[src/hw/mcu63701_pkg.sv]
// ####################
// Shared bus types, peripheral register map
// and reset values for the HD63701 mode 6 block
// ####################

package mcu63701_pkg;

  // Bus types
  typedef logic [15:0] addr_t;
  typedef logic [7:0]  data_t;
  typedef logic [4:0]  port2_t;    // Port 2 has five pins

  // I/O port data registers
  localparam addr_t reg_p1_data = 16'h0002;
  localparam addr_t reg_p2_data = 16'h0003;
  localparam addr_t reg_p6_data = 16'h0017;

  // Timer block registers
  localparam addr_t reg_rg5     = 16'h0005;
  localparam addr_t reg_tcsr    = 16'h0008;  // Timer control/status
  localparam addr_t reg_frc_hi  = 16'h0009;
  localparam addr_t reg_frc_lo  = 16'h000A;
  localparam addr_t reg_ocr_hi  = 16'h000B;
  localparam addr_t reg_ocr_lo  = 16'h000C;
  localparam addr_t reg_icr_hi  = 16'h000D;
  localparam addr_t reg_icr_lo  = 16'h000E;
  localparam addr_t reg_rmcr    = 16'h0014;  // Rate and mode control

  // Reset values
  localparam data_t port_reset  = 8'hFF;    // All port pins high
  localparam addr_t ocr_reset   = 16'hFFFF; // Also used for icr
  localparam data_t rmcr_reset  = 8'h40;

  // Vector number reported with the timer interrupt
  localparam logic [3:0] irq2_vector = 4'd4;

endpackage

[src/hw/mcu_timer.sv]
// ####################
// Free-running timer with output compare,
// tcsr, rg5 and rmcr registers, irq2
// ####################

`timescale 1ns/1ns

module mcu_timer (
  input  logic                 mcu_clx2,
  input  logic                 mcu_rst,
  input  mcu63701_pkg::addr_t  ad,
  input  logic                 wr,
  input  mcu63701_pkg::data_t  dout,
  output logic                 irq2,
  output logic [3:0]           irq2_vec,
  output logic                 tim_hit,
  output mcu63701_pkg::data_t  tim_rdata
);

  import mcu63701_pkg::*;

  logic [16:0] frc;     // Bit 0 is a prescaler, count is 16:1
  data_t       frt;     // High byte held until the low byte write
  addr_t       ocr;
  addr_t       icr;
  data_t       rg5;
  data_t       rmcr;
  logic        oce;     // Compare interrupt enable
  logic        oci;     // Compare flag
  addr_t       count;

  assign count = frc[16:1];

  always_ff @(posedge mcu_clx2 or posedge mcu_rst) begin
    if (mcu_rst) begin
      frc  <= '0;
      frt  <= '0;
      ocr  <= ocr_reset;
      icr  <= ocr_reset;
      rg5  <= '0;
      rmcr <= rmcr_reset;
      oce  <= 1'b0;
    end else begin
      frc <= frc + 17'd1;
      if (wr) begin
        case (ad)
          reg_rg5:    rg5 <= dout;
          reg_tcsr:   oce <= dout[3];
          reg_frc_hi: frt <= dout;
          reg_frc_lo: frc <= {frt, dout, 1'b0};  // Overrides the increment
          reg_ocr_hi: ocr[15:8] <= dout;
          reg_ocr_lo: ocr[7:0]  <= dout;
          reg_icr_hi: icr[15:8] <= dout;
          reg_icr_lo: icr[7:0]  <= dout;
          reg_rmcr:   rmcr <= {dout[7:6], 6'b0};
          default: ;
        endcase
      end
    end
  end

  // Compare flag runs on the opposite edge
  always_ff @(negedge mcu_clx2 or posedge mcu_rst) begin
    if (mcu_rst) begin
      oci <= 1'b0;
    end else if ((ad == reg_ocr_hi) || (ad == reg_ocr_lo)) begin
      oci <= 1'b0;  // Any access to ocr clears it
    end else if (count == ocr) begin
      oci <= 1'b1;
    end
  end

  assign irq2     = oci & oce;
  assign irq2_vec = irq2_vector;

  assign tim_hit = (ad == reg_rg5) || (ad == reg_rmcr) ||
                   ((ad >= reg_tcsr) && (ad <= reg_icr_lo));

  always_comb begin
    case (ad)
      reg_rg5:    tim_rdata = rg5;
      reg_tcsr:   tim_rdata = {1'b0, oci, 2'b10, oce, 3'b000};
      reg_frc_hi: tim_rdata = count[15:8];
      reg_frc_lo: tim_rdata = count[7:0];
      reg_ocr_hi: tim_rdata = ocr[15:8];
      reg_ocr_lo: tim_rdata = ocr[7:0];
      reg_icr_hi: tim_rdata = icr[15:8];
      reg_icr_lo: tim_rdata = icr[7:0];
      reg_rmcr:   tim_rdata = rmcr;
      default:    tim_rdata = '0;
    endcase
  end

endmodule

[config.mk]
export PLATFORM = sky130hd
export DESIGN_NAME = mcu_timer
export DESIGN_NICKNAME = d
export VERILOG_FILES = /design/src/hw/mcu63701_pkg.sv /design/src/hw/mcu_timer.sv
export SDC_FILE = /design/constraint.sdc
export NUM_CORES = 1
export LEC_CHECK = 0
export BUFFER_PORTS_ARGS = -buffer_cell sky130_fd_sc_hd__buf_2
export CORE_UTILIZATION = 64
export DETAILED_ROUTE_END_ITERATION = 12
export PLACE_DENSITY_LB_ADDON = 0.25
export SLEW_MARGIN = 20
export SYNTH_ARGS = -nofsm -noshare
export SYNTH_HDL_FRONTEND = slang
export SYNTH_SLANG_ARGS = --single-unit
[constraint.sdc]
create_clock -name mcu_clx2 -period 2.72 [get_ports mcu_clx2]
set_input_delay 0.136 -clock mcu_clx2 [delete_from_list [all_inputs] [get_ports mcu_clx2]]
set_output_delay 0.136 -clock mcu_clx2 [all_outputs]
set_load 0.01 [all_outputs]
==> results.cfg <==
[status]
result_of_the_run = finished, violations left
violations = negative setup slack

[clock_network]
clk-insertion-delay-late_ns = 0.35
cts-buffers-inserted = 9
tritoncts_clock_tree = yes
cts_hold_fix_bufs = 0
cts_setup_buffers = 0
path_clk_slew_ns = 0.08
clock_sinks = 69
cts_root_buffer_type = clkbuf_8
cts-htree-levels = 3
cts-root-to-sink-buffers = 2

[floorplan]
ios = 41
die-height_um = 82.4
design.die.area_um2 = 6790
initial_utilization = 0.679
die_width_um = 82.4
placeableCoreArea_um2 = 6100
rows = 28

[detailed_routing]
detail-route-antenna-nets = 0
total_wirelength_of_the_detailed_routed_design_mm = 10.7
drcViolationCount = 0
drt-pass1-iter-count = 5
drtIter0Drc = 344
via_cell_ratio = 6.64
via_count = 3220
drt-wirelength-per-cell_um = 22.0

[final_layout]
nNetsFinal = 433
layout-drive-gt1-share = 0.510
most-common-layout-cells = 60 x mux2_2, 36 x buf_2, 35 x dfrtp_1
number_of_inserted_filler_cells_in_the_final_layout = 403
final_common_cell = mux2_2
antenna_cells = 0
flow.area_growth_from_synthesis_pct = 15.7
fin_area_um2 = 4790
final_cells = 485

[worst_setup_path]
reg2regPathDepth = 4
rr_endpoint = oci$_DFFE_NP0P_
crit_path_end = tim_rdata[6]
worstReg2RegStart = ocr[7]$_DFFE_PP1P_
r2r_setup_slk_ns = 0.06
endpoint_kind = output port
cp.required_ns = 2.58
timing_worst_setup_path_type = reg -> out
crit_path_start = oci$_DFFE_NP0P_
critical_path_peak_fanout = 2
critical_path_arrival_ns = 2.83
crit_path_start_kind = flip-flop

[yosys]
yosysWarningCount = 0
synth_enable_flop_cells = 0
ys_ff_latch = 69
syn-mean-instance-area_um2 = 11.9
number_of_unique_standard_cell_types_used_by_synthesis = 62
syn-instance-count = 349
seq_area_frac_synth = 0.427
asyncSetResetFlopFracSynth = 1.00
synth-main-ff-cell = dfrtp_1
synth.cell_area_um2 = 4140

[place]
detailedPlace.worstSlack_ns = 0.0440
post-place-cells = 469
routability_cong = 0.889
hpwlAfterDp_mm = 7.74
total_cell_area_at_the_placement_stage_um2 = 4540
place.port_buffers = 36

[sta]
final-hold-violation-count = 0
setup_viol_count_final = 1
final_max_slew_viol_count = 0
hold-worst-slack_ns = 0.129
post-route-worst-setup-slack_ns = -0.249
max_slew.worst_pin.slew_ns = 0.858
setup_repair_after_global_routing_missed_its_margin = true
finClkSkew_ns = 0.0208
worst_slew_margin_rel = 0.428

[global_routing]
grt_max_degree = 69
grt-ovfl-total = 0
initial_antenna_violation_count = 0
all_layer_gr_usage = 0.344
first_global_vias = 3107
grt_pass1_wl_mm = 16.5

[run]
cap_violations = 0

[power_and_ir_drop]
static-leakage-power_nw = 2.23
max-vdd-ir-drop_mv = 0.519
total_power_mw = 2.27
pwr_density_nw_per_um2 = 474

[min_path]
hold_path.class = in -> async
cell families (layout without fill, tap and decap cells):
group / after synthesis / after routing / share of synthesized area
AO/OA/AOI/OAI: 34 / 34 / 0.0629
XOR/XNOR: 31 / 31 / 0.0656
adder cells (fa/ha/maj): 1 / 1 / 0.00302
buffers and inverters: 33 / 92 / 0.0396
flip-flops: 69 / 69 / 0.427
multiplexers: 82 / 82 / 0.232
other: 2 / 4 / 0.00181
AND/OR/NAND/NOR: 97 / 97 / 0.168
per-stage QoR:
stage,util,setup TNS (ns)
floorplan,-,0
CTS,0.780,-0.246
global placement,0.744,0
detailed placement,0.744,0
global route,0.786,-0.304
finish,0.786,-0.249
power by group:
group	internal, mW	switching [mW]
registers	1.05	0.0208
logic	0.125	0.187
clock network	0.498	0.388
total	1.67	0.596
sequential cells by signal, summed over array words and instances, names as in the netlist:
| signal | count |
|---|---|
| rg5 | 8 |
| frt | 8 |
| ocr | 16 |
| rmcr | 2 |
| frc | 17 |
| oce | 1 |
| icr | 16 |
| oci | 1 |
layout make-up:
type                            instances  area (um^2)  share of cell area
Multi-Input combinational cell        249         2250               0.471
Tap cell                               75         93.8              0.0196
Clock buffer                           13          169              0.0353
Clock inverter                          3         42.5             0.00888
Inverter                                6         26.3             0.00549
Timing Repair Buffer                   70          435              0.0909
Sequential cell                        69         1770               0.369
critical path, cell delays in order, from the launching register on:
cell and delay, ns:
dfrtn_1 0.36, mux4_2 0.48, nand3_2 0.07, o311ai_1 0.09, buf_2 0.15
repair_timing:
action                     in CTS  in global routing
pin swaps                       1                  0
setup endpoints to repair       1                  2
gates resized for setup         2                  5
worst min-delay path by stage:
| stage | to | depth (start not counted) |
|---|---|---|
| 6_report | frt[5]$_DFFE_PP0P_ | 3 |
| 2_1_floorplan | frc[6]$_DFF_PP0_ | 1 |
| 4_1_cts | frc[1]$_DFF_PP0_ | 2 |
| 3_5_place_dp | frt[4]$_DFFE_PP0P_ | 2 |
| 5_1_grt | ocr[9]$_DFFE_PP1P_ | 2 |
| 3_3_place_gp | frc[10]$_DFF_PP0_ | 1 |
layer usage:
metal  global-route usage  routed length, um  part of all wire
met3               0.0681                668             0.063
met5                    0                  0                 0
met4                0.156                289             0.027
met1                0.436               4440              0.42
met2                0.569               5290              0.50
Yosys cell counts, drive strengths merged (3+ instances only):
| cell type | count | area, um^2 |
|---|---|---|
| mux2 | 70 | 826 |
| nor4 | 12 | 111 |
| buf | 13 | 88.8 |
| nand2 | 10 | 37.5 |
| and2 | 4 | 25.0 |
| dfrtp | 35 | 876 |
| a31oi | 6 | 37.5 |
| and4 | 4 | 35.0 |
| nand4 | 18 | 140 |
| mux2i | 11 | 110 |
| dfstp | 33 | 867 |
| o22ai | 4 | 25.0 |
| nor2b | 3 | 18.8 |
| xnor2 | 7 | 61.3 |
| clkbuf | 14 | 52.6 |
| xor2 | 24 | 210 |
| nor2 | 7 | 33.8 |
| inv | 6 | 22.5 |
| nor3 | 8 | 62.6 |
| nand3 | 19 | 113 |
| o2bb2ai | 4 | 35.0 |
Note: power is estimated with default switching activity, not from simulation.
