<file path="src/hw/mcu63701_pkg.sv">
// ####################
// Shared bus types, peripheral register map
// and reset values for the HD63701 mode 6 block
// ####################

package mcu63701_pkg;

  // Bus types
  typedef logic [15:0] addr_t;
  typedef logic [7:0]  data_t;
  typedef logic [4:0]  port2_t;    // Port 2 has five pins

  // I/O port data registers
  localparam addr_t reg_p1_data = 16'h0002;
  localparam addr_t reg_p2_data = 16'h0003;
  localparam addr_t reg_p6_data = 16'h0017;

  // Timer block registers
  localparam addr_t reg_rg5     = 16'h0005;
  localparam addr_t reg_tcsr    = 16'h0008;  // Timer control/status
  localparam addr_t reg_frc_hi  = 16'h0009;
  localparam addr_t reg_frc_lo  = 16'h000A;
  localparam addr_t reg_ocr_hi  = 16'h000B;
  localparam addr_t reg_ocr_lo  = 16'h000C;
  localparam addr_t reg_icr_hi  = 16'h000D;
  localparam addr_t reg_icr_lo  = 16'h000E;
  localparam addr_t reg_rmcr    = 16'h0014;  // Rate and mode control

  // Reset values
  localparam data_t port_reset  = 8'hFF;    // All port pins high
  localparam addr_t ocr_reset   = 16'hFFFF; // Also used for icr
  localparam data_t rmcr_reset  = 8'h40;

  // Vector number reported with the timer interrupt
  localparam logic [3:0] irq2_vector = 4'd4;

endpackage

</file>
<file path="src/hw/mcu_onchip_mem.sv">
// ####################
// Synchronous byte memory, separate write
// and registered read ports
// ####################

`timescale 1ns/1ns

module mcu_onchip_mem #(
  parameter int aw = 8
) (
  input  logic                 mcu_clx2,
  input  logic [aw-1:0]        wr_addr,
  input  logic [aw-1:0]        rd_addr,
  input  logic                 we,
  input  mcu63701_pkg::data_t  wdata,
  output mcu63701_pkg::data_t  rdata
);

  import mcu63701_pkg::*;

  localparam int depth = 1 << aw;

  data_t mem [depth];

  // Write port
  always_ff @(posedge mcu_clx2) begin
    if (we) begin
      mem[wr_addr] <= wdata;
    end
  end

  // Read data lags the address by one clock
  always_ff @(posedge mcu_clx2) begin
    rdata <= mem[rd_addr];
  end

endmodule

</file>
<file path="config.mk">
export PLATFORM = sky130hd
export DESIGN_NAME = mcu_onchip_mem
export DESIGN_NICKNAME = d
export VERILOG_FILES = /design/src/hw/mcu63701_pkg.sv /design/src/hw/mcu_onchip_mem.sv
export SDC_FILE = /design/constraint.sdc
export NUM_CORES = 2
export LEC_CHECK = 0
export BUFFER_PORTS_ARGS = -buffer_cell sky130_fd_sc_hd__buf_2
export CAP_MARGIN = 20
export CORE_MARGIN = 1.5
export CORE_UTILIZATION = 30
export DETAILED_ROUTE_END_ITERATION = 8
export GPL_TIMING_DRIVEN = 1
export PLACE_DENSITY = 0.52
export SLEW_MARGIN = 20
export SYNTH_ARGS = -nofsm -noshare
export SYNTH_HDL_FRONTEND = slang
export SYNTH_SLANG_ARGS = --single-unit
</file>
<file path="constraint.sdc">
create_clock -name mcu_clx2 -period 2.95 [get_ports mcu_clx2]
set_input_delay 0 -clock mcu_clx2 [delete_from_list [all_inputs] [get_ports mcu_clx2]]
set_output_delay 0 -clock mcu_clx2 [all_outputs]
set_load 0.02 [all_outputs]
</file>
==> results.json <==
{
  "netlist_top_cells_area": "sky130_fd_sc_hd__edfxtp_1 (77%), sky130_fd_sc_hd__mux4_2 (13%), sky130_fd_sc_hd__mux2i_1 (1.7%)",
  "wire_length_of_the_first_global_routing_pass_um": 305000,
  "drtIter0Drc": 4184,
  "critical_path_start_type": "flop",
  "crit_path_end_kind": "flop",
  "post_drt_wl_per_cell_um": 27.1,
  "timing.final.max_slew_violations": 0,
  "place_hpwl_um": 136000,
  "ioPinCount": 34,
  "worst_ir_drop_vdd_mv": 0.562,
  "p_leak_nw": 29.5,
  "run_status": "completed",
  "antenna_violating_nets_post_route": 0,
  "crit_fanout": 1,
  "first_pass_iteration_count_of_the_detailed_router": 6,
  "holdBufCountCts": 17,
  "max_freq_ghz": 0.367,
  "clk_root_buffer_cell": "sky130_fd_sc_hd__clkbuf_16",
  "chipWidth_um": 518,
  "nFillCells": 24500,
  "post-route-util": 0.358,
  "cts_resized": 0,
  "yosys_warnings": 0,
  "max_slew.worst_pin.slew_ns": 1.06,
  "fraction_of_final_layout_cells_sized_beyond_drive_strength_1": 0.291,
  "p_per_area_nw_per_um2": 660,
  "critPathTopFamily": "multiplexers",
  "grt_pass1_vias": 40600,
  "clock_sink_count": 2056,
  "synth-edff-count": 2048,
  "report.final.setup_viol": 0,
  "core_region_area_sq_um": 263000,
  "effective_utilization_at_floorplan": 0.303,
  "globalRoute.totalOverflow": 0,
  "crit_path_cell_trace": "mux4_2 > mux4_2 > nor2_1 > a2111oi_0 > buf_4 > nor3_1 > buf_12 > nor4_2",
  "time_the_final_worst_path_needs_with_i_o_delays_and_setup_ns": 2.73,
  "critical-path-max-stage-delay_ns": 0.54,
  "postCtsSetupRepairBufs": 0,
  "die_height_um": 518,
  "holdCritPathClass": "input port to flop",
  "clock_tree.htree_level_count": 4,
  "synth_nets": 3759,
  "synth_cell_type_count": 55,
  "critical-path-top-cell-by-count": "sky130_fd_sc_hd__mux4_2",
  "yosys_most_used_dff": "sky130_fd_sc_hd__edfxtp_1",
  "post-route-drc-count": 0,
  "globalRouteMet3Util": 0.0315,
  "maxCapViolations": 0,
  "synth-seq-area-share": 0.775,
  "grt-busiest-layer": "met2",
  "die-area_sq_um": 268000,
  "antenna_found_initial": 11,
  "timing_worst_setup_path_type": "flop to flop",
  "numPortBuffers": 33,
  "power_switching_mw": 13.4,
  "place.detailed.instances": 7525,
  "cts_max_path_buffers": 3,
  "groute.layer.met2.usage": 0.253,
  "power_frac_comb": 0.052,
  "slew_headroom": 0.273,
  "placer_congestion": 0.794,
  "insertion_delay_ns": 0.85,
  "grt_use_total": 0.158,
  "hold_slack_ns": 0.0308,
  "switching_part_of_the_total": 0.216,
  "worst-endpoint-required_ns": 3.65,
  "synthesized_flop_and_latch_total": 2056,
  "cpMaxStageDelayCell": "sky130_fd_sc_hd__mux4_2",
  "async_sr_flop_fraction": 0,
  "number_of_buffers_added_by_the_clock_tree_synthesis_step": 213,
  "placement_rows": 188,
  "synth_top_area_frac": 0.773,
  "num_vias": 39900,
  "timing.final.hold_violations": 0,
  "critical_path_arrival_ns": 3.42,
  "post_drt_via_cell_ratio": 5.02,
  "wl_um": 215000,
  "synth_top_area_cell": "sky130_fd_sc_hd__edfxtp_1",
  "timing.final.crit_share": 0.924,
  "clkPwrFrac": 0.428,
  "power_report.internal_total_mw": 48.7,
  "layoutNonFillerInstCount": 7942,
  "cts_tree": "done",
  "postSynthCellCount": 3733,
  "pwr-share-seq": 0.520,
  "finClkSkew_ns": 0.0252,
  "globalRouteMet1Util": 0.218,
  "post_synthesis_instance_area_sq_um": 79600,
  "cp_num_buf_inv": 2,
  "rsz_0062_raised_after_global_routing": "no",
  "synth.avg_cell_area_sq_um": 21.3,
  "cts.reportedPaths.clkPinSlew_ns": 0.06,
  "layout-area-overhead-vs-synth_pct": 18.3,
  "num-nets-final": 4268,
  "grt_start_max_net_pins": 103
}
## state kept, by name (all words and copies together) (netlist names)
| register | flops |
|---|---|
| rdata | 8 |
| mem | 2048 |
## layer usage
| layer | vias to the layer above | wire length [um] | part of all wire |
|---|---|---|---|
| met5 | - | 35 | 0.00016 |
| met4 | 4 | 5390 | 0.025 |
| met3 | 309 | 14400 | 0.067 |
| met2 | 1303 | 103000 | 0.48 |
| met1 | 21500 | 92600 | 0.43 |
| li1 | 16700 | - | - |
## Yosys cell counts (3+ instances only)
cell type	number
sky130_fd_sc_hd__nor4_2	3
sky130_fd_sc_hd__dfxtp_1	8
sky130_fd_sc_hd__nand2_1	33
sky130_fd_sc_hd__nand3_1	34
sky130_fd_sc_hd__o32ai_1	4
sky130_fd_sc_hd__a22o_1	8
sky130_fd_sc_hd__clkbuf_1	111
sky130_fd_sc_hd__o22a_1	5
sky130_fd_sc_hd__nor2_1	282
sky130_fd_sc_hd__buf_8	13
sky130_fd_sc_hd__a21oi_1	96
sky130_fd_sc_hd__and2_1	6
sky130_fd_sc_hd__nor3_1	22
sky130_fd_sc_hd__o21ai_0	10
sky130_fd_sc_hd__nor2b_1	31
sky130_fd_sc_hd__buf_6	21
sky130_fd_sc_hd__mux2i_1	134
sky130_fd_sc_hd__mux4_2	454
sky130_fd_sc_hd__or2_2	4
sky130_fd_sc_hd__o22ai_1	28
sky130_fd_sc_hd__buf_2	31
sky130_fd_sc_hd__nor4_1	24
sky130_fd_sc_hd__edfxtp_1	2048
sky130_fd_sc_hd__o221ai_1	46
sky130_fd_sc_hd__a211oi_1	16
sky130_fd_sc_hd__nand2b_1	8
sky130_fd_sc_hd__a221oi_1	13
sky130_fd_sc_hd__buf_4	27
sky130_fd_sc_hd__buf_12	8
sky130_fd_sc_hd__nand4_1	10
sky130_fd_sc_hd__buf_1	22
sky130_fd_sc_hd__a22oi_1	133
sky130_fd_sc_hd__o211ai_1	10
## cell usage in the layout (no fill, tap or decap), types with 6 or more instances in the layout
cell type | netlist | routed
sky130_fd_sc_hd__dfxtp_1 | 8 | 8
sky130_fd_sc_hd__o22ai_1 | 28 | 28
sky130_fd_sc_hd__clkbuf_1 | 111 | 58
sky130_fd_sc_hd__a22oi_1 | 133 | 133
sky130_fd_sc_hd__nand2_1 | 33 | 33
sky130_fd_sc_hd__a221oi_1 | 13 | 13
sky130_fd_sc_hd__nand2b_1 | 8 | 8
sky130_fd_sc_hd__nor2b_1 | 31 | 28
sky130_fd_sc_hd__clkbuf_16 | 0 | 214
sky130_fd_sc_hd__buf_2 | 31 | 21
sky130_fd_sc_hd__clkinv_2 | 0 | 36
sky130_fd_sc_hd__a22o_1 | 8 | 8
sky130_fd_sc_hd__buf_12 | 8 | 45
sky130_fd_sc_hd__nand4_1 | 10 | 10
sky130_fd_sc_hd__nand3_2 | 0 | 6
sky130_fd_sc_hd__buf_4 | 27 | 434
sky130_fd_sc_hd__nor4_1 | 24 | 22
sky130_fd_sc_hd__o21ai_0 | 10 | 10
sky130_fd_sc_hd__clkinv_1 | 1 | 48
sky130_fd_sc_hd__o211ai_1 | 10 | 10
sky130_fd_sc_hd__a21oi_1 | 96 | 96
sky130_fd_sc_hd__nand3_1 | 34 | 28
sky130_fd_sc_hd__o221ai_1 | 46 | 46
sky130_fd_sc_hd__nor2_1 | 282 | 279
sky130_fd_sc_hd__nor3_1 | 22 | 22
sky130_fd_sc_hd__bufinv_16 | 0 | 21
sky130_fd_sc_hd__buf_8 | 13 | 10
sky130_fd_sc_hd__mux2i_1 | 134 | 134
sky130_fd_sc_hd__a211oi_1 | 16 | 16
sky130_fd_sc_hd__edfxtp_1 | 2048 | 2048
sky130_fd_sc_hd__dlygate4sd3_1 | 0 | 17
sky130_fd_sc_hd__mux4_2 | 454 | 454
## power by group through the flow
| stage | logic [mW] | clock network (mW) | registers (mW) |
|---|---|---|---|
| final | 3.21 | 26.6 | 32.3 |
| after global routing | 3.40 | 28.2 | 32.3 |
| after CTS | 3.27 | 27.1 | 32.3 |
| after detailed placement | 3.24 | 0 | 32.9 |
| after global placement | 3.20 | 0 | 32.9 |
| after floorplan | 1.56 | 0 | 32.9 |
## logic make-up after synthesis
group           count (synthesis)  synth area share
compound gates                385            0.0342
buf+inv                       235            0.0183
flops                        2056             0.775
mux                           591             0.146
simple gates                  466            0.0263
## stage by stage
step	setup slack [ns]	TNS, ns	cell area [sq um]	power (mW)
2_1_floorplan	1.01	0	79600	34.4
3_3_place_gp	-0.966	-2.75	87000	36.1
3_5_place_dp	-0.346	-1.15	87000	36.1
4_1_cts	0.184	0	94100	62.7
5_1_grt	0.137	0	94100	63.8
6_report	0.223	0	94100	62.1
## worst reg2reg max path, cell delays in order, from the launching register on
cell and delay [ns]:
sky130_fd_sc_hd__edfxtp_1 0.36, sky130_fd_sc_hd__mux4_2 0.50, sky130_fd_sc_hd__mux4_2 0.54, sky130_fd_sc_hd__nor2_1 0.17
sky130_fd_sc_hd__a2111oi_0 0.16, sky130_fd_sc_hd__buf_4 0.22, sky130_fd_sc_hd__nor3_1 0.44, sky130_fd_sc_hd__buf_12 0.17
sky130_fd_sc_hd__nor4_2 0.04
## layout make-up
cell class	count	area, sq um	share of cell area
Clock buffer	276	5630	0.0598
Sequential cell	2056	61700	0.655
Multi-Input combinational cell	1442	16500	0.176
Timing Repair Buffer	527	4580	0.0487
Clock inverter	122	1260	0.0134
Inverter	2	7.51	0.0000798
Tap cell	3515	4400	0.0467
Antenna cell	2	5.00	0.0000532
## worst paths after layout
kind	cells past startpoint	end	start	slack, ns
worst min-delay path	3	mem[182][2]$_DFFE_PP_	we	0.03
worst max-delay path	8	rdata[0]$_DFF_P_	mem[138][0]$_DFFE_PP_	0.22
worst min register to register	5	rdata[6]$_DFF_P_	mem[212][6]$_DFFE_PP_	1.13
worst max register to register	8	rdata[0]$_DFF_P_	mem[138][0]$_DFFE_PP_	0.22
No activity file was read; power rests on OpenSTA's default activity.
