==> config.mk <==
export PLATFORM = sky130hd
export DESIGN_NAME = mcu_bus_decode
export DESIGN_NICKNAME = d
export VERILOG_FILES = /design/src/hw/mcu63701_pkg.sv /design/src/hw/mcu_bus_decode.sv
export SDC_FILE = /design/constraint.sdc
export NUM_CORES = 1
export LEC_CHECK = 0
export BUFFER_PORTS_ARGS = -buffer_cell sky130_fd_sc_hd__buf_2
export CAP_MARGIN = 15
export CORE_MARGIN = 2
export CORE_UTILIZATION = 29
export DETAILED_ROUTE_END_ITERATION = 8
export PLACE_DENSITY = 0.93
export SLEW_MARGIN = 15
export SYNTH_ARGS = -nofsm -noshare
export SYNTH_HDL_FRONTEND = slang
export SYNTH_SLANG_ARGS = --single-unit
==> constraint.sdc <==
create_clock -name vclk -period 1.17
set_input_delay 0.0585 -clock vclk [all_inputs]
set_output_delay 0.0585 -clock vclk [all_outputs]
set_load 0.02 [all_outputs]
==> src/hw/mcu63701_pkg.sv <==
// ####################
// Shared bus types, peripheral register map
// and reset values for the HD63701 mode 6 block
// ####################

package mcu63701_pkg;

  // Bus types
  typedef logic [15:0] addr_t;
  typedef logic [7:0]  data_t;
  typedef logic [4:0]  port2_t;    // Port 2 has five pins

  // I/O port data registers
  localparam addr_t reg_p1_data = 16'h0002;
  localparam addr_t reg_p2_data = 16'h0003;
  localparam addr_t reg_p6_data = 16'h0017;

  // Timer block registers
  localparam addr_t reg_rg5     = 16'h0005;
  localparam addr_t reg_tcsr    = 16'h0008;  // Timer control/status
  localparam addr_t reg_frc_hi  = 16'h0009;
  localparam addr_t reg_frc_lo  = 16'h000A;
  localparam addr_t reg_ocr_hi  = 16'h000B;
  localparam addr_t reg_ocr_lo  = 16'h000C;
  localparam addr_t reg_icr_hi  = 16'h000D;
  localparam addr_t reg_icr_lo  = 16'h000E;
  localparam addr_t reg_rmcr    = 16'h0014;  // Rate and mode control

  // Reset values
  localparam data_t port_reset  = 8'hFF;    // All port pins high
  localparam addr_t ocr_reset   = 16'hFFFF; // Also used for icr
  localparam data_t rmcr_reset  = 8'h40;

  // Vector number reported with the timer interrupt
  localparam logic [3:0] irq2_vector = 4'd4;

endpackage

==> src/hw/mcu_bus_decode.sv <==
// ####################
// PROM and RAM decode, RAM write enable,
// read-data selection by priority
// ####################

`timescale 1ns/1ns

module mcu_bus_decode #(
  parameter mcu63701_pkg::addr_t biram_start = 16'h0040,
  parameter mcu63701_pkg::addr_t biram_end   = 16'h013F
) (
  input  mcu63701_pkg::addr_t  ad,
  input  logic                 wr,
  input  mcu63701_pkg::data_t  rom_rdata,
  input  mcu63701_pkg::data_t  ram_rdata,
  input  mcu63701_pkg::data_t  io_rdata,
  input  mcu63701_pkg::data_t  tim_rdata,
  input  logic                 io_hit,
  input  logic                 tim_hit,
  input  mcu63701_pkg::data_t  ext_di,
  output mcu63701_pkg::data_t  din,
  output logic                 ram_we,
  output logic                 ba
);

  logic rom_hit;
  logic ram_hit;

  assign rom_hit = (ad[15:14] == 2'b11);  // $C000-$FFFF
  assign ram_hit = (ad >= biram_start) && (ad <= biram_end);

  assign ram_we = ram_hit & wr;

  // Core may be stopped while it fetches from PROM
  assign ba = rom_hit;

  always_comb begin
    if (rom_hit) begin
      din = rom_rdata;
    end else if (ram_hit) begin
      din = ram_rdata;
    end else if (io_hit) begin
      din = io_rdata;
    end else if (tim_hit) begin
      din = tim_rdata;
    end else begin
      din = ext_di;  // Nothing internal answered
    end
  end

endmodule

==> results of run 1 <==
-- area by class of cell --
type | count | area (µm²)
tap | 15 | 18.8
fill | 109 | 482
multi-input combinational | 40 | 365
timing repair buffer | 67 | 419
-- metal layers --
metal	GRT usage	wire length [µm]
met3	0.00543	105
met4	0.0333	28
met5	0	0
met1	0.174	482
met2	0.395	925
-- critical path, cell delays in order --
cell and delay [ps]:
buf_8 100, nor3_4 160, and4b_1 230, or2_4 240, buf_6 130, o21ai_2 150, buf_6 130
-- logic make-up (layout without fill, tap and decap cells) --
logic type | Yosys count | in the layout
compound gates | 17 | 17
mux | 16 | 16
simple gates | 7 | 7
buf+inv | 5 | 67
-- power breakdown --
part	switching [µW]	internal (µW)	leakage (µW)	total, µW
logic	143	195	0.000428	337
registers	0	0	0	0
clock network	0	0	0	0
total	143	195	0.000428	337
-- how the worst max path moves through the flow --
stage,end,from,slack (ps),cells after the start
2_1_floorplan,din[0],ad[8],-10,6
5_1_grt,din[2],ad[7],-130,7
3_3_place_gp,din[5],ad[8],-80,7
6_report,din[2],ad[7],-100,7
3_5_place_dp,din[2],ad[8],-140,7
4_1_cts,din[2],ad[6],-110,7
-- metrics by stage --
step | total power, µW | std cells
floorplan | 156 | 45
global placement | 274 | 122
detailed placement | 283 | 122
CTS | 329 | 122
global route | 363 | 122
finish | 337 | 122
-- repair_timing --
item | in CTS | in global routing
pin swaps | 9 | 4
resized for setup | 18 | 5
endpoints found under the setup margin | 8 | 9
hold buffers | 0 | 0
-- cells in the final DEF (no fill, tap or decap), drive strengths merged --
cell type | synthesis | layout
and2 | 2 | 2
o21ai | 9 | 9
nor4 | 1 | 1
or2 | 1 | 1
a22oi | 8 | 8
and4b | 1 | 1
mux2i | 8 | 8
buf | 4 | 67
mux2 | 8 | 8
nor3 | 2 | 2
==> impl_metrics.env, run 1 <==
export IMPL_first_global_vias=516
export IMPL_wirelength_um=1540
export IMPL_fin_ws_ps=-98.5
export IMPL_violations="negative setup slack"
export IMPL_grt_use_total=0.179
export IMPL_synth_top_cell_by_area="mux2_2"
export IMPL_hold_path_class="in2out"
export IMPL_p_leak_uw=0.000428
export IMPL_yosysSeqAreaShare=0
export IMPL_hold_path_end="din[7]"
export IMPL_ir_drop_uv=210
export IMPL_area_delta_synth_final_pct=102
export IMPL_final_util=0.625
export IMPL_drtAntennaViolNets=0
export IMPL_stdcell_area_um2=803
export IMPL_worst_setup_path_type="in2out"
export IMPL_synth_fa_ha_area_frac=0
export IMPL_p_per_area_nw_per_um2=420
export IMPL_die_h_um=41.0
export IMPL_dp_slack_ps=-141
export IMPL_synth_cells=45
export IMPL_syn_nets=104
export IMPL_num_antenna_cells=0
export IMPL_hold_viol=0
export IMPL_cp_end_kind="output port"
export IMPL_ff_latch_area_um2=0
export IMPL_place_area_um2=721
export IMPL_initial_core_util=0.310
export IMPL_seq_cell_count=0
export IMPL_status="finished, violations left"
export IMPL_cp_max_fo=5
export IMPL_via_per_inst=5.06
export IMPL_syn_cell_area_um2=398
export IMPL_min_period_ps=1270
export IMPL_max_freq_ghz=0.788
export IMPL_ioPinCount=69
export IMPL_maxCapViolCount=0
export IMPL_worstMarginPinSlew_ps=250
export IMPL_synthXorXnorAreaFrac=0
export IMPL_design_die_area_um2=1680
export IMPL_wl_per_cell_um=12.6
export IMPL_slew_headroom=0.833
export IMPL_grt_pass1_wl_um=2040
export IMPL_synth_common_cells="8 x a22oi_1, 8 x mux2_2, 8 x mux2i_1, 8 x o21ai_2, 3 x buf_6"
export IMPL_coreArea_um2=1280
export IMPL_dr_pass1_iters=4
export IMPL_synth_top_area_frac=0.226
export IMPL_layout_nets=168
export IMPL_num_vias=617
export IMPL_yosys_area_share_simple=0.129
export IMPL_yosys_top_cells_area="mux2_2 23%, mux2i_1 20%, o21ai_2 18%"
export IMPL_place_congestion=0.653
export IMPL_finalSetupTns_ps=-488
export IMPL_final_layout_size_suffix_gt1_frac=0.804
export IMPL_avgSynthCellArea_um2=8.84
export IMPL_overflow=0
export IMPL_hold_depth=4
export IMPL_synth_compound_area_frac=0.340
export IMPL_ys_types=15
export IMPL_drt_iter0_markers=8
export IMPL_synth_top_family_by_area="multiplexers"
export IMPL_post_route_period_util=1.08
export IMPL_cp_start_kind="primary input"
export IMPL_clkbuf_count=0
export IMPL_drc_errors=0
export IMPL_synth_mux_area_frac=0.428
export IMPL_grt_max_degree=10
export IMPL_drv_slew=0
export IMPL_worstPathRequired_ps=1110
export IMPL_grt_antenna_before_repair=0
export IMPL_rsz0062_at_grt="true"
export IMPL_setup_viol=9
export IMPL_die_width_um=41.0
export IMPL_hp_start="ram_rdata[7]"
export IMPL_portBuffers=63
export IMPL_rows=13
export IMPL_yosys_warnings=0
export IMPL_holdWs_ps=434
export IMPL_cts_setup_buffers=0
export IMPL_crit_arrival_ps=1210
Note: power is estimated with default switching activity, not from simulation.
==> run 2, diff against run 1 <==
--- a/config.mk
+++ b/config.mk
@@ -10,8 +10,9 @@
 export CORE_MARGIN = 2
 export CORE_UTILIZATION = 29
 export DETAILED_ROUTE_END_ITERATION = 8
+export MAX_ROUTING_LAYER = met4
 export PLACE_DENSITY = 0.93
-export SLEW_MARGIN = 15
+export SLEW_MARGIN = 20
 export SYNTH_ARGS = -nofsm -noshare
 export SYNTH_HDL_FRONTEND = slang
 export SYNTH_SLANG_ARGS = --single-unit
==> impl_metrics.env, run 2 (synthesized netlist as in run 1, its figures left out) <==
export IMPL_status="finished, violations left"
export IMPL_violations="negative setup slack"
export IMPL_setup_viol=9
export IMPL_layout_nets=168
export IMPL_hp_start="ram_rdata[7]"
export IMPL_wl_per_cell_um=12.7
export IMPL_p_leak_uw=0.000428
export IMPL_layout_common_cells="53 x buf_2, 11 x buf_6"
export IMPL_fill_cells=109
export IMPL_slew_headroom=0.832
export IMPL_num_vias=613
export IMPL_place_area_um2=721
export IMPL_die_width_um=41.0
export IMPL_coreArea_um2=1280
export IMPL_num_antenna_cells=0
export IMPL_cp_start_kind="primary input"
export IMPL_first_global_vias=516
export IMPL_portBuffers=63
export IMPL_worstPathRequired_ps=1110
export IMPL_holdWs_ps=434
export IMPL_stdcell_area_um2=803
export IMPL_ff_latch_area_um2=0
export IMPL_crit_arrival_ps=1210
export IMPL_min_period_ps=1270
export IMPL_grt_antenna_before_repair=0
export IMPL_dr_pass1_iters=4
export IMPL_holdBufCountCts=0
export IMPL_worstMarginPinSlew_ps=251
export IMPL_multiInputGateArea_um2=365
export IMPL_hold_depth=4
export IMPL_area_delta_synth_final_pct=102
export IMPL_hold_path_end="din[7]"
export IMPL_drc_errors=0
export IMPL_grt_pass1_wl_um=2040
export IMPL_ir_drop_uv=210
export IMPL_fin_cells=122
export IMPL_ioPinCount=69
export IMPL_via_per_inst=5.02
export IMPL_grt_use_total=0.184
export IMPL_cp_end_kind="output port"
export IMPL_wirelength_um=1550
export IMPL_drv_slew=0
export IMPL_max_freq_ghz=0.788
export IMPL_rsz0062_at_grt="true"
export IMPL_p_per_area_nw_per_um2=420
export IMPL_maxCapViolCount=0
export IMPL_grt_max_degree=10
export IMPL_place_congestion=0.659
export IMPL_initial_core_util=0.310
export IMPL_rows=13
export IMPL_drt_iter0_markers=8
export IMPL_fin_ws_ps=-98.6
export IMPL_design_die_area_um2=1680
export IMPL_hold_viol=0
export IMPL_post_route_period_util=1.08
export IMPL_clkbuf_count=0
export IMPL_worst_setup_path_type="in2out"
export IMPL_dp_cells=122
export IMPL_cts_setup_buffers=0
export IMPL_overflow=0
export IMPL_final_layout_size_suffix_gt1_frac=0.804
export IMPL_drtAntennaViolNets=0
export IMPL_cp_max_fo=5
export IMPL_die_h_um=41.0
export IMPL_finalSetupTns_ps=-488
export IMPL_seq_cell_count=0
export IMPL_mostFrequentLayoutCell="buf_2"
export IMPL_hold_path_class="in2out"
-- run 2: cell counts in the layout (fill, tap and decap cells not counted) --
Identical to the previous run, type by type.
-- run 2: critical path, cell delays in order --
cell     delay [ps]
buf_8           100
nor3_4          160
and4b_1         230
or2_4           240
buf_6           130
o21ai_2         150
buf_6           130
-- run 2: worst max-delay path by stage --
stage / to / cells past startpoint / startpoint / slack, ps
final: din[2] / 7 / ad[7] / -100
after detailed placement: din[2] / 7 / ad[8] / -140
after CTS: din[2] / 7 / ad[6] / -110
after global placement: din[5] / 7 / ad[8] / -80
after global routing: din[2] / 7 / ad[7] / -130
after floorplan: din[0] / 6 / ad[8] / -10
-- run 2: timing repair --
item	in CTS	in global routing
pin swaps	9	4
resized for setup	18	5
endpoints found under the setup margin	8	9
cloned	0	0
-- run 2: per-stage QoR --
step                      utilization  total power, µW  setup WS (ps)
after global routing            0.625              363           -127
after floorplan                     -              156          -13.1
after global placement          0.561              274          -77.4
after CTS                       0.608              329           -107
final                           0.625              337          -98.6
after detailed placement        0.561              283           -141
-- run 2: layout make-up --
class              count  area share
well taps             15      0.0234
repair buffers        67       0.522
multi-input cells     40       0.455
-- run 2: layer usage --
metal	global-route usage	vias to the layer above	wire, µm
met5	-	-	0
met4	0.0333	0	10
met3	0.00543	2	100
met2	0.395	34	944
met1	0.174	274	493
li1	-	303	-
-- run 2: power by group --
group,switching (µW),total [µW],internal [µW]
Combinational,143,337,195
Sequential,0,0,0
Clock,0,0,0
==> run 3, diff against run 2 <==
--- a/config.mk
+++ b/config.mk
@@ -5,13 +5,14 @@
 export SDC_FILE = /design/constraint.sdc
 export NUM_CORES = 1
 export LEC_CHECK = 0
+export ABC_AREA = 1
 export BUFFER_PORTS_ARGS = -buffer_cell sky130_fd_sc_hd__buf_2
 export CAP_MARGIN = 15
 export CORE_MARGIN = 2
-export CORE_UTILIZATION = 29
+export CORE_UTILIZATION = 30
 export DETAILED_ROUTE_END_ITERATION = 8
 export MAX_ROUTING_LAYER = met4
-export PLACE_DENSITY = 0.93
+export PLACE_DENSITY = 0.87
 export SLEW_MARGIN = 20
 export SYNTH_ARGS = -nofsm -noshare
 export SYNTH_HDL_FRONTEND = slang
==> impl_metrics.env, run 3 <==
export IMPL_place_hpwl_um=1440
export IMPL_final_util=0.555
export IMPL_dr_pass1_iters=3
export IMPL_hold_path_class="in2out"
export IMPL_cp_end_kind="output port"
export IMPL_clkbuf_count=0
export IMPL_p_leak_uw=0.000556
export IMPL_worst_path_buf_inv=2
export IMPL_portBuffers=63
export IMPL_setup_viol=0
export IMPL_yosys_top_cells_area="nand2_1 31%, nand3_1 24%, inv_1 11%"
export IMPL_worst_path_max_delay_cell="nor2_8"
export IMPL_num_vias=851
export IMPL_synth_top_family_by_area="simple AND/OR/NAND/NOR gates"
export IMPL_via_per_inst=4.68
export IMPL_drc_errors=0
export IMPL_area_delta_synth_final_pct=72.0
export IMPL_die_width_um=44.5
export IMPL_layout_common_cells="55 x buf_2, 41 x nand2_1, 24 x nand3_1"
export IMPL_grt_antenna_before_repair=0
export IMPL_die_h_um=44.5
export IMPL_cp_start_kind="primary input"
export IMPL_ys_types=15
export IMPL_worstMarginPinSlew_ps=239
export IMPL_syn_cell_area_um2=492
export IMPL_maxCapViolCount=0
export IMPL_ff_latch_area_um2=0
export IMPL_holdWs_ps=417
export IMPL_grt_max_degree=17
export IMPL_drv_slew=0
export IMPL_fill_cells=152
export IMPL_grt_use_total=0.175
export IMPL_synth_mux_area_frac=0
export IMPL_cp_max_fo=9
export IMPL_synth_top_area_frac=0.313
export IMPL_design_die_area_um2=1980
export IMPL_num_antenna_cells=0
export IMPL_crit_arrival_ps=1040
export IMPL_rsz0062_at_grt="true"
export IMPL_p_per_area_nw_per_um2=383
export IMPL_rows=14
export IMPL_hp_start="rom_rdata[6]"
export IMPL_yosysSeqAreaShare=0
export IMPL_coreArea_um2=1520
export IMPL_final_layout_size_suffix_gt1_frac=0.458
export IMPL_min_period_ps=1100
export IMPL_mostFrequentLayoutCell="buf_2"
export IMPL_ir_drop_uv=271
export IMPL_wirelength_um=1740
export IMPL_power_uw=324
export IMPL_overflow=0
export IMPL_hold_viol=0
export IMPL_first_global_vias=765
export IMPL_max_freq_ghz=0.912
export IMPL_synth_top_cell_by_area="nand2_1"
export IMPL_cp_startpoint="ad[11]"
export IMPL_status="finished clean"
export IMPL_critPathMaxStageDelay_ps=170
export IMPL_finalSetupTns_ps=0
export IMPL_seq_cell_count=0
export IMPL_synth_common_cells="41 x nand2_1, 24 x nand3_1, 14 x inv_1, 5 x nor2_1"
export IMPL_place_congestion=0.680
export IMPL_synth_fa_ha_area_frac=0
export IMPL_holdBufCountCts=0
export IMPL_path_delay_family="simple AND/OR/NAND/NOR gates"
export IMPL_initial_core_util=0.323
export IMPL_grt_pass1_wl_um=2730
export IMPL_wl_per_cell_um=9.54
export IMPL_worstPathCellList="buf_2 -> nor2_2 -> nand2_2 -> nor2_8 -> nand2_4 -> nand2_1 -> nand3_1 -> nand2_1 -> buf_4"
export IMPL_post_cts_resized=0
export IMPL_yosysMostFrequentCell="nand2_1"
export IMPL_drtAntennaViolNets=0
export IMPL_ioPinCount=69
export IMPL_worst_setup_path_type="in2out"
export IMPL_worstPathRequired_ps=1110
export IMPL_synth_compound_area_frac=0.0814
export IMPL_avgSynthCellArea_um2=4.73
export IMPL_post_route_period_util=0.937
export IMPL_yosys_area_share_simple=0.746
export IMPL_crit_top_cell="nand2_1"
export IMPL_slew_headroom=0.840
export IMPL_synth_cells=104
export IMPL_synthXorXnorAreaFrac=0
export IMPL_layout_nets=227
export IMPL_cts_setup_buffers=0
export IMPL_syn_nets=163
export IMPL_yosys_warnings=0
export IMPL_drt_iter0_markers=11
[run 3: layout make-up]
| type | count | area [µm²] | share of cell area |
|---|---|---|---|
| tap | 16 | 20.0 | 0.0237 |
| multi-input combinational | 87 | 423 | 0.500 |
| timing repair buffer | 63 | 339 | 0.401 |
| inverter | 16 | 63.8 | 0.0754 |
[run 3: stage by stage]
stage / cells / setup WS (ps) / cell area [µm²]
global placement: 181 / 99.7 / 802
detailed placement: 181 / 72.2 / 802
CTS: 181 / 70.0 / 802
global route: 182 / -17.8 / 846
finish: 182 / 73.5 / 846
floorplan: 104 / 295 / 492
[run 3: kinds of logic after synthesis]
kind of cell,after synthesis
compound gates,8
buf+inv,18
simple gates,78
[run 3: final timing paths]
kind / to / slack (ps) / cells past startpoint
min: din[6] / 420 / 4
max: din[7] / 70 / 9
[run 3: worst min-delay path: cells and delay by family]
family                 cells  cell delay [ps]
buffers and inverters      2              200
and+or+nand+nor            2              100
[run 3: power breakdown]
group          leakage, µW  internal (µW)  total [µW]  switching, µW
clock                    0              0           0              0
sequential               0              0           0              0
combinational     0.000556            151         324            173
total             0.000556            151         324            173
[run 3: layer usage]
metal,share of wire,up-vias,GRT usage
met3,0.054,0,0.00816
met1,0.41,369,0.193
li1,-,453,-
met4,0,0,0.0182
met2,0.54,29,0.348
met5,0,-,-
