<file path="config.mk">
export PLATFORM = sky130hd
export DESIGN_NAME = mcu_io_ports
export DESIGN_NICKNAME = d
export VERILOG_FILES = /design/src/hw/mcu63701_pkg.sv /design/src/hw/mcu_io_ports.sv
export SDC_FILE = /design/constraint.sdc
export NUM_CORES = 1
export LEC_CHECK = 0
export ABC_AREA = 1
export BUFFER_PORTS_ARGS = -buffer_cell sky130_fd_sc_hd__buf_4
export CAP_MARGIN = 20
export CELL_PAD_IN_SITES_DETAIL_PLACEMENT = 0
export CELL_PAD_IN_SITES_GLOBAL_PLACEMENT = 1
export CORE_MARGIN = 5
export CORE_UTILIZATION = 29
export CTS_BUF_LIST = sky130_fd_sc_hd__clkbuf_4
export CTS_CLUSTER_SIZE = 8
export DETAILED_ROUTE_END_ITERATION = 8
export PLACE_DENSITY = 0.88
export SYNTH_ARGS = -nofsm -noshare
export SYNTH_HDL_FRONTEND = slang
export SYNTH_SLANG_ARGS = --single-unit
</file>
<file path="constraint.sdc">
create_clock -name mcu_clx2 -period 1.09 [get_ports mcu_clx2]
set_input_delay 0.1635 -clock mcu_clx2 [delete_from_list [all_inputs] [get_ports mcu_clx2]]
set_output_delay 0.1635 -clock mcu_clx2 [all_outputs]
set_load 0.01 [all_outputs]
</file>
<file path="src/hw/mcu63701_pkg.sv">
// ####################
// Shared bus types, peripheral register map
// and reset values for the HD63701 mode 6 block
// ####################

package mcu63701_pkg;

  // Bus types
  typedef logic [15:0] addr_t;
  typedef logic [7:0]  data_t;
  typedef logic [4:0]  port2_t;    // Port 2 has five pins

  // I/O port data registers
  localparam addr_t reg_p1_data = 16'h0002;
  localparam addr_t reg_p2_data = 16'h0003;
  localparam addr_t reg_p6_data = 16'h0017;

  // Timer block registers
  localparam addr_t reg_rg5     = 16'h0005;
  localparam addr_t reg_tcsr    = 16'h0008;  // Timer control/status
  localparam addr_t reg_frc_hi  = 16'h0009;
  localparam addr_t reg_frc_lo  = 16'h000A;
  localparam addr_t reg_ocr_hi  = 16'h000B;
  localparam addr_t reg_ocr_lo  = 16'h000C;
  localparam addr_t reg_icr_hi  = 16'h000D;
  localparam addr_t reg_icr_lo  = 16'h000E;
  localparam addr_t reg_rmcr    = 16'h0014;  // Rate and mode control

  // Reset values
  localparam data_t port_reset  = 8'hFF;    // All port pins high
  localparam addr_t ocr_reset   = 16'hFFFF; // Also used for icr
  localparam data_t rmcr_reset  = 8'h40;

  // Vector number reported with the timer interrupt
  localparam logic [3:0] irq2_vector = 4'd4;

endpackage

</file>
<file path="src/hw/mcu_io_ports.sv">
// ####################
// Output latches for ports 1, 2 and 6
// with pin read-back
// ####################

`timescale 1ns/1ns

module mcu_io_ports (
  input  logic                  mcu_clx2,
  input  logic                  mcu_rst,
  input  mcu63701_pkg::addr_t   ad,
  input  logic                  wr,
  input  mcu63701_pkg::data_t   dout,
  input  mcu63701_pkg::data_t   pi1,
  input  mcu63701_pkg::port2_t  pi2,
  input  mcu63701_pkg::data_t   pi6,
  output mcu63701_pkg::data_t   po1,
  output mcu63701_pkg::port2_t  po2,
  output mcu63701_pkg::data_t   po6,
  output logic                  io_hit,
  output mcu63701_pkg::data_t   io_rdata
);

  import mcu63701_pkg::*;

  // Output latches
  always_ff @(posedge mcu_clx2 or posedge mcu_rst) begin
    if (mcu_rst) begin
      po1 <= port_reset;
      po2 <= port_reset[4:0];
      po6 <= port_reset;
    end else if (wr) begin
      case (ad)
        reg_p1_data: po1 <= dout;
        reg_p2_data: po2 <= dout[4:0];  // Upper three bits dropped
        reg_p6_data: po6 <= dout;
        default: ;
      endcase
    end
  end

  // Only the data registers belong to this block
  assign io_hit = (ad == reg_p1_data) || (ad == reg_p2_data) ||
                  (ad == reg_p6_data);

  // Reads see the pins, not the latches
  always_comb begin
    case (ad)
      reg_p1_data: io_rdata = pi1;
      reg_p2_data: io_rdata = {3'b111, pi2};
      reg_p6_data: io_rdata = pi6;
      default:     io_rdata = '0;
    endcase
  end

endmodule

</file>
==> results of run 1 <==
[registers in the layout (all words and copies together) (netlist names)]
name	count
po2	5
po6	8
po1	8
[kinds of logic after synthesis]
family	after synthesis	share of synthesized area [%]
AND/OR/NAND/NOR	119	47.6
flip-flops	21	45.3
buffers and inverters	13	7.08
[worst max-delay path, stage by stage]
cell and delay (ns):
buf_6 0.09, nor2_4 0.09, nand2_2 0.07, nor2_4 0.12, buf_12 0.14, clkbuf_16 0.15, nand3_2 0.07, nand3_2 0.09
buf_6 0.10
[power by group through the flow]
| stage | Combinational [mW] | Sequential, mW | Clock (mW) |
|---|---|---|---|
| final | 0.256 | 0.784 | 0.387 |
| after detailed placement | 0.200 | 0.795 | 0 |
| after floorplan | 0.0412 | 0.795 | 0 |
| after global placement | 0.198 | 0.795 | 0 |
| after CTS | 0.204 | 0.784 | 0.406 |
| after global routing | 0.273 | 0.785 | 0.446 |
[what timing repair did]
action | in CTS | in global routing
gates resized for setup | 25 | 60
buffers inserted | 7 | 4
pin swaps | 2 | 27
setup endpoints to repair | 30 | 47
gates cloned | 0 | 4
[layer usage]
layer / share of wire (%) / vias to the layer above / track usage (%) / wire (um)
met5: 0 / - / 0 / 0
met4: 1.2 / 0 / 5.34 / 54
met2: 50 / 66 / 24.9 / 2230
li1: - / 725 / - / -
met3: 10 / 6 / 4.41 / 460
met1: 38 / 677 / 16.5 / 1710
[cells in the mapped netlist]
| cell type | number |
|---|---|
| inv_1 | 2 |
| dfstp_2 | 21 |
| nand2_1 | 51 |
| clkbuf_1 | 2 |
| nand3_1 | 32 |
| inv_2 | 1 |
| nand3_2 | 3 |
| buf_4 | 1 |
| nor2_4 | 2 |
| nor2_1 | 7 |
| buf_2 | 3 |
| nor2_2 | 3 |
| buf_6 | 4 |
| nand4_1 | 21 |
[placed cells by master, fill, tap and decap left out, drive strengths merged]
cell	synthesis	routed
buf	8	101
clkbuf	2	5
clkinv	0	1
dfstp	21	21
inv	3	3
nand2	51	51
nand3	35	35
nand4	21	21
nor2	12	13
[per-stage QoR]
| step | power (mW) | setup TNS (ns) |
|---|---|---|
| after detailed placement | 0.995 | -6.27 |
| after global routing | 1.50 | -3.69 |
| after floorplan | 0.837 | 0 |
| after CTS | 1.40 | -2.76 |
| final | 1.43 | -2.30 |
| after global placement | 0.993 | -6.25 |
[worst paths after layout]
check                               to  slack (ns)  depth (start not counted)
setup / recovery           io_rdata[5]       -0.18                          9
hold / removal                  po6[5]        0.08                          3
setup reg to reg                po6[7]        0.28                          3
hold reg to reg                 po6[5]        0.48                          2
max in group asynchronous       po2[3]        0.95                          3
min in group asynchronous       po1[6]        0.10                          3
[cell type report]
cell class	instances	area, sq um
fillers	367	1540
well taps	50	62.6
clock inverters	1	5.00
repair buffers	103	996
flip-flops and latches	21	552
multi-input cells	120	845
clock buffers	3	22.5
inverters	3	11.3
==> impl_metrics.env, run 1 <==
export IMPL_synth_top_area_share_pct=45.3
export IMPL_leakagePower_nw=1.18
export IMPL_cts_hold_buf=0
export IMPL_place_congestion=0.764
export IMPL_p_clk_share_pct=27.1
export IMPL_port_buffers=77
export IMPL_setup_viol=30
export IMPL_ctsHtreeMaxLevel=1
export IMPL_switchingPower_uw=363
export IMPL_max_slew_margin_pct=82.7
export IMPL_first_pass_iters=4
export IMPL_via_per_inst=4.90
export IMPL_ys_ff_latch=21
export IMPL_crit_start="ad[8]"
export IMPL_io_pins=78
export IMPL_place_inst=283
export IMPL_row_count=23
export IMPL_vias=1474
export IMPL_drc_errors=0
export IMPL_start_util_pct=30.2
export IMPL_seq_area_frac_synth_pct=45.3
export IMPL_worstMarginPinSlew_ns=0.260
export IMPL_seqPwrFrac_pct=54.9
export IMPL_fin_crit_sh_pct=116
export IMPL_slew_violations=0
export IMPL_combPwrFrac_pct=17.9
export IMPL_syn_num_nets=201
export IMPL_die_area_sq_um=5600
export IMPL_violations="setup timing"
export IMPL_rsz0062_at_grt="true"
export IMPL_area_growth_pct=105
export IMPL_grt_pass1_vias=1442
export IMPL_antenna_found_initial=0
export IMPL_place_ws_ns=-0.245
export IMPL_synth_area_leaders="dfstp_2 (45%), nand2_1 (16%), nand3_1 (13%), nand4_1 (11%), buf_6 (3.7%)"
export IMPL_wl_per_cell_um=14.8
export IMPL_worstSkewPairLatency_ns=0.31
export IMPL_hold_violations=0
export IMPL_syn_inst=153
export IMPL_clkTransAtPathRegs_ns=0.12
export IMPL_power_internal_mw=1.06
export IMPL_cts_root_buf="clkbuf_4"
export IMPL_clock_sinks=21
export IMPL_crit_type="input port to output port"
export IMPL_p_sw_share_pct=25.4
export IMPL_post_dp_hpwl_um=3060
export IMPL_fin_crit_ns=1.27
export IMPL_cts_tree="built"
export IMPL_overflow=0
export IMPL_finish_utilization_pct=61.9
export IMPL_n_antenna_cell=0
export IMPL_end_kind="output port"
export IMPL_ant_nets=0
export IMPL_synth_top_cell_by_area="dfstp_2"
export IMPL_status="finished with violations"
export IMPL_cts_buffer_depth=2
export IMPL_critical_path_max_fanout=7
export IMPL_grt_max_degree=22
export IMPL_grtUsageTotal_pct=14.3
export IMPL_clock_skew_ns=0
export IMPL_syn_area_sq_um=1220
export IMPL_powerDensity_nw_per_um2=572
export IMPL_setup_slack_ns=-0.179
export IMPL_layout_drive_gt1_share_pct=70.5
export IMPL_whs_ns=0.0800
export IMPL_yosysUniqueCellTypes=14
export IMPL_placed_cell_area_sq_um=1940
export IMPL_die_h_um=74.8
export IMPL_yosys_warnings=0
export IMPL_syn_avg_cell_area_sq_um=7.97
export IMPL_drt_initial_drc_count=72
export IMPL_start_kind="input port"
export IMPL_coreArea_sq_um=4030
export IMPL_cts_buffers_inserted=3
export IMPL_final_nets=300
export IMPL_grt_pass1_wl_um=6170
export IMPL_crit_arrival_ns=1.11
export IMPL_hold_path_class="input port to flop"
export IMPL_fin_area_sq_um=2490
export IMPL_wl_um=4450
export IMPL_cp_required_ns=0.93
export IMPL_peakVddDrop_v=0.000286
export IMPL_fin_cells=301
export IMPL_die_x_um=74.8
export IMPL_fmax_mhz=788
export IMPL_cap_viol_max_count=0
export IMPL_timing_rr_start="po6[7]"
export IMPL_holdCritStartpoint="dout[5]"
(Power assumes the default switching activity.)
==> run 2, diff against run 1 <==
SKIP_CTS_REPAIR_TIMING = 1   (was unset)
==> impl_metrics.env, run 2 (synthesis results as in run 1) <==
export IMPL_status="finished with violations"
export IMPL_wl_per_cell_um=14.7
export IMPL_powerDensity_nw_per_um2=574
export IMPL_row_count=23
export IMPL_clock_skew_ns=0
export IMPL_cap_viol_max_count=0
export IMPL_overflow=0
export IMPL_clock_sinks=21
export IMPL_critical_path_max_fanout=7
export IMPL_io_pins=78
export IMPL_worstMarginPinSlew_ns=0.260
export IMPL_grt_pass1_vias=1397
export IMPL_ant_nets=0
export IMPL_highest_layer="met4"
export IMPL_hold_violations=0
export IMPL_clkTransAtPathRegs_ns=0.12
export IMPL_final_nets=300
export IMPL_end_kind="output port"
export IMPL_layout_commonest_cell="buf_4"
export IMPL_crit_arrival_ns=1.14
export IMPL_drt_initial_drc_count=69
export IMPL_largest_registers="po1 x8, po6 x8, po2 x5"
export IMPL_start_util_pct=30.2
export IMPL_fin_crit_sh_pct=120
export IMPL_leakagePower_nw=1.18
export IMPL_wl_um=4440
export IMPL_place_congestion=0.764
export IMPL_slew_violations=0
export IMPL_layout_drive_gt1_share_pct=70.1
export IMPL_ctsHtreeMaxLevel=1
export IMPL_n_antenna_cell=0
export IMPL_reg2reg_depth=3
export IMPL_grt_pass1_wl_um=6020
export IMPL_min_path_cells=3
export IMPL_start_kind="input port"
export IMPL_die_area_sq_um=5600
export IMPL_fmax_mhz=765
export IMPL_crit_type="input port to output port"
export IMPL_vias=1459
export IMPL_cts_root_buf="clkbuf_4"
export IMPL_fin_crit_ns=1.31
export IMPL_max_slew_margin_pct=82.7
export IMPL_first_pass_iters=4
export IMPL_tns_ns=-2.46
export IMPL_final_cell_mix="buf_4 (57), nand2_1 (46), buf_6 (40)"
export IMPL_setup_viol=30
export IMPL_rsz0062_at_grt="true"
export IMPL_placed_cell_area_sq_um=1940
export IMPL_seqCellArea_sq_um=552
export IMPL_area_growth_pct=104
export IMPL_multi_input_area_sq_um=830
export IMPL_port_buffers=77
export IMPL_die_x_um=74.8
export IMPL_cts_buffers_inserted=3
export IMPL_cts_buffer_depth=2
export IMPL_coreArea_sq_um=4030
export IMPL_grtUsageTotal_pct=14.0
export IMPL_power_mw=1.43
export IMPL_cts_tree="built"
export IMPL_via_per_inst=4.85
export IMPL_whs_ns=0.0869
export IMPL_die_h_um=74.8
export IMPL_worstSkewPairLatency_ns=0.31
export IMPL_dr_wl_met2_um=2220
export IMPL_antenna_found_initial=0
export IMPL_wl_met1_um=1710
export IMPL_fin_area_sq_um=2490
export IMPL_setup_slack_ns=-0.218
export IMPL_hold_path_class="input port to flop"
export IMPL_fill_cells=379
export IMPL_peakVddDrop_v=0.000280
export IMPL_route_met3_wl_um=453
export IMPL_post_dp_hpwl_um=3060
export IMPL_drc_errors=0
export IMPL_cp_required_ns=0.93
export IMPL_violations="setup timing"
export IMPL_grt_max_degree=22
## run 2: cell counts in the layout (fill, tap and decap cells not counted)
No cell type changed its count.
## run 2: final timing paths
path | startpoint | end | slack, ns
worst max-delay path | ad[11] | io_rdata[5] | -0.22
worst min-delay path | dout[6] | po6[6] | 0.09
worst max register to register | po6[7] | po6[7] | 0.27
worst min register to register | po6[5] | po6[5] | 0.48
max in group asynchronous | mcu_rst | po2[3] | 0.96
min in group asynchronous | mcu_rst | po1[5] | 0.11
## run 2: report_power, final
group / switching, mW / total, mW / leakage [nW] / internal, mW
registers: 0.000202 / 0.784 / 0.216 / 0.784
logic: 0.114 / 0.261 / 0.946 / 0.147
clock network: 0.245 / 0.382 / 0.0177 / 0.137
## run 2: worst max-delay path, cell delays in order
cell and delay (ns):
buf_4 0.12, nor2_4 0.10, nand2_2 0.08, nor2_4 0.11, buf_12 0.14, clkbuf_16 0.15
nand3_2 0.09, nand3_2 0.08, buf_6 0.10
## run 2: final cells by class
class / count / share of cell area [%]
Tap cell: 50 / 2.52
Inverter: 3 / 0.453
Clock buffer: 3 / 0.906
Timing Repair Buffer: 103 / 40.4
Multi-Input combinational cell: 120 / 33.4
Clock inverter: 1 / 0.201
Sequential cell: 21 / 22.2
## run 2: metrics by stage
step	cells	utilization, %	worst slack [ns]
after global placement	283	48.2	-0.236
after floorplan	153	-	0.00106
after detailed placement	283	48.2	-0.245
after global routing	301	61.7	-0.264
final	301	61.7	-0.218
after CTS	287	48.9	-0.226
## run 2: layer usage
layer | vias to the layer above | GRT usage [%]
li1 | 725 | -
met1 | 666 | 16.2
met2 | 62 | 24.3
met3 | 6 | 4.41
met4 | 0 | 4.74
met5 | - | 0
==> run 3, diff against run 2 <==
--- a/config.mk
+++ b/config.mk
@@ -7,14 +7,14 @@
 export LEC_CHECK = 0
 export ABC_AREA = 1
-export BUFFER_PORTS_ARGS = -buffer_cell sky130_fd_sc_hd__buf_4
 export CAP_MARGIN = 20
 export CELL_PAD_IN_SITES_DETAIL_PLACEMENT = 0
 export CELL_PAD_IN_SITES_GLOBAL_PLACEMENT = 1
 export CORE_MARGIN = 5
-export CORE_UTILIZATION = 29
+export CORE_UTILIZATION = 38
 export CTS_BUF_LIST = sky130_fd_sc_hd__clkbuf_4
 export CTS_CLUSTER_SIZE = 8
 export DETAILED_ROUTE_END_ITERATION = 8
-export PLACE_DENSITY = 0.88
+export DONT_BUFFER_PORTS = 1
+export PLACE_DENSITY = 0.78
 export SKIP_CTS_REPAIR_TIMING = 1
 export SYNTH_ARGS = -nofsm -noshare
==> constraint.sdc (replaced) <==
create_clock -name mcu_clx2 -period 1.09 [get_ports mcu_clx2]
set_input_delay 0.109 -clock mcu_clx2 [delete_from_list [all_inputs] [get_ports mcu_clx2]]
set_output_delay 0.109 -clock mcu_clx2 [all_outputs]
set_load 0.01 [all_outputs]
==> impl_metrics.env, run 3 (synthesis results as in run 1) <==
export IMPL_worstSkewPairLatency_ns=0.29
export IMPL_power_internal_uw=969
export IMPL_die_x_um=66.6
export IMPL_end_kind="output port"
export IMPL_overflow=0
export IMPL_final_nets=209
export IMPL_start_kind="input port"
export IMPL_fin_crit_ns=1.01
export IMPL_slew_violations=0
export IMPL_ant_nets=0
export IMPL_violations="hold timing"
export IMPL_grt_pass1_wl_um=4650
export IMPL_vias=1126
export IMPL_fmax_mhz=990
export IMPL_clock_sinks=21
export IMPL_row_count=20
export IMPL_fin_crit_sh_pct=92.6
export IMPL_crit_chain="nor2_2, nand2_2, nor2_2, buf_4, nand2_1, nand3_1"
export IMPL_critical_path_max_fanout=6
export IMPL_cts_root_buf="clkbuf_4"
export IMPL_start_util_pct=39.9
export IMPL_critical_path_top_delay_family="simple AND/OR/NAND/NOR gates"
export IMPL_n_antenna_cell=0
export IMPL_cts_tree="built"
export IMPL_crit_type="input port to output port"
export IMPL_max_slew_margin_pct=83.0
export IMPL_port_buffers=0
export IMPL_peakVddDrop_v=0.000311
export IMPL_leakagePower_nw=0.590
export IMPL_fin_cells=204
export IMPL_hold_path_class="input port to flop"
export IMPL_setup_viol=0
export IMPL_fill_cells=318
export IMPL_multi_input_area_sq_um=599
export IMPL_crit_arrival_ns=0.90
export IMPL_switchingPower_uw=236
export IMPL_combPwrFrac_pct=4.2
export IMPL_grt_max_degree=25
export IMPL_grtUsageTotal_pct=13.8
export IMPL_antenna_found_initial=0
export IMPL_clkTransAtPathRegs_ns=0.10
export IMPL_crit_slowest_cell="buf_4"
export IMPL_first_pass_iters=4
export IMPL_post_dp_hpwl_um=2410
export IMPL_whs_ns=-0.0706
export IMPL_seqCellArea_sq_um=552
export IMPL_cp_slowest_stage_delay_ns=0.16
export IMPL_ctsHtreeMaxLevel=1
export IMPL_status="finished with violations"
export IMPL_finish_utilization_pct=44.8
export IMPL_crit_path_frequent_cell="nor2_2"
export IMPL_drc_errors=0
export IMPL_cap_viol_max_count=0
export IMPL_largest_registers="po1 x8, po6 x8, po2 x5"
export IMPL_worstMarginPinSlew_ns=0.254
export IMPL_tns_ns=0
export IMPL_place_inst=195
export IMPL_seqPwrFrac_pct=65.1
export IMPL_p_sw_share_pct=19.6
export IMPL_die_h_um=66.6
export IMPL_cp_required_ns=0.98
export IMPL_critical_path_buf_inv_count=1
export IMPL_coreArea_sq_um=3050
export IMPL_drt_initial_drc_count=31
export IMPL_wl_per_cell_um=14.8
export IMPL_cts_buffers_inserted=3
export IMPL_via_per_inst=5.52
export IMPL_p_clk_share_pct=30.7
export IMPL_fin_area_sq_um=1370
export IMPL_powerDensity_nw_per_um2=881
export IMPL_layout_drive_gt1_share_pct=29.4
export IMPL_hold_violations=21
export IMPL_layout_commonest_cell="nand2_1"
export IMPL_grt_pass1_vias=1038
export IMPL_final_cell_mix="nand2_1 (50), nand3_1 (31), nand4_1 (21), dfstp_2 (21), buf_4 (8)"
export IMPL_area_growth_pct=12.2
export IMPL_die_area_sq_um=4440
export IMPL_placed_cell_area_sq_um=1290
export IMPL_wl_um=3010
export IMPL_place_congestion=0.813
export IMPL_cts_buffer_depth=2
export IMPL_io_pins=78
export IMPL_clock_skew_ns=0
==> run 3: through the flow <==
step	setup WS, ns	power (mW)
4_1_cts	0.0675	1.22
3_5_place_dp	0.0108	0.839
5_1_grt	-0.00651	1.27
2_1_floorplan	0.103	0.837
6_report	0.0803	1.21
3_3_place_gp	0.0370	0.837
==> run 3: layout make-up <==
cell class | count | share of cell area, %
Clock buffer | 4 | 2.20
Inverter | 3 | 0.823
Multi-Input combinational cell | 120 | 43.8
Sequential cell | 21 | 40.3
Tap cell | 44 | 4.03
Timing Repair Buffer | 12 | 8.78
==> run 3: layer usage <==
metal | GRT usage [%] | wire length (um) | vias to the layer above
met5 | 0 | 0 | -
met4 | 6.85 | 50 | 0
met3 | 1.85 | 306 | 4
met2 | 23.4 | 1550 | 60
met1 | 17.1 | 1110 | 520
li1 | - | - | 542
==> run 3: worst paths after layout <==
path / start / endpoint / slack, ns / cells after the start
worst min-delay path: wr / po1[0] / -0.07 / 2
worst min register to register: po1[7] / po1[7] / 0.49 / 2
max in group asynchronous: mcu_rst / po1[6] / 0.55 / 3
worst max-delay path: ad[7] / io_rdata[7] / 0.08 / 6
worst max register to register: po6[1] / po6[1] / 0.34 / 2
min in group asynchronous: mcu_rst / po1[7] / 0.51 / 3
==> run 3: power by group through the flow <==
stage	clock network [mW]	logic [mW]	registers, mW
floorplan	0	0.0412	0.795
CTS	0.390	0.0433	0.784
global placement	0	0.0413	0.796
global route	0.424	0.0583	0.784
finish	0.370	0.0506	0.784
detailed placement	0	0.0431	0.796
==> run 3: worst reg2reg max path, stage by stage, from the launching register on <==
cell	delay, ns
dfstp_2	0.58
nand2_1	0.06
nand2_1	0.06
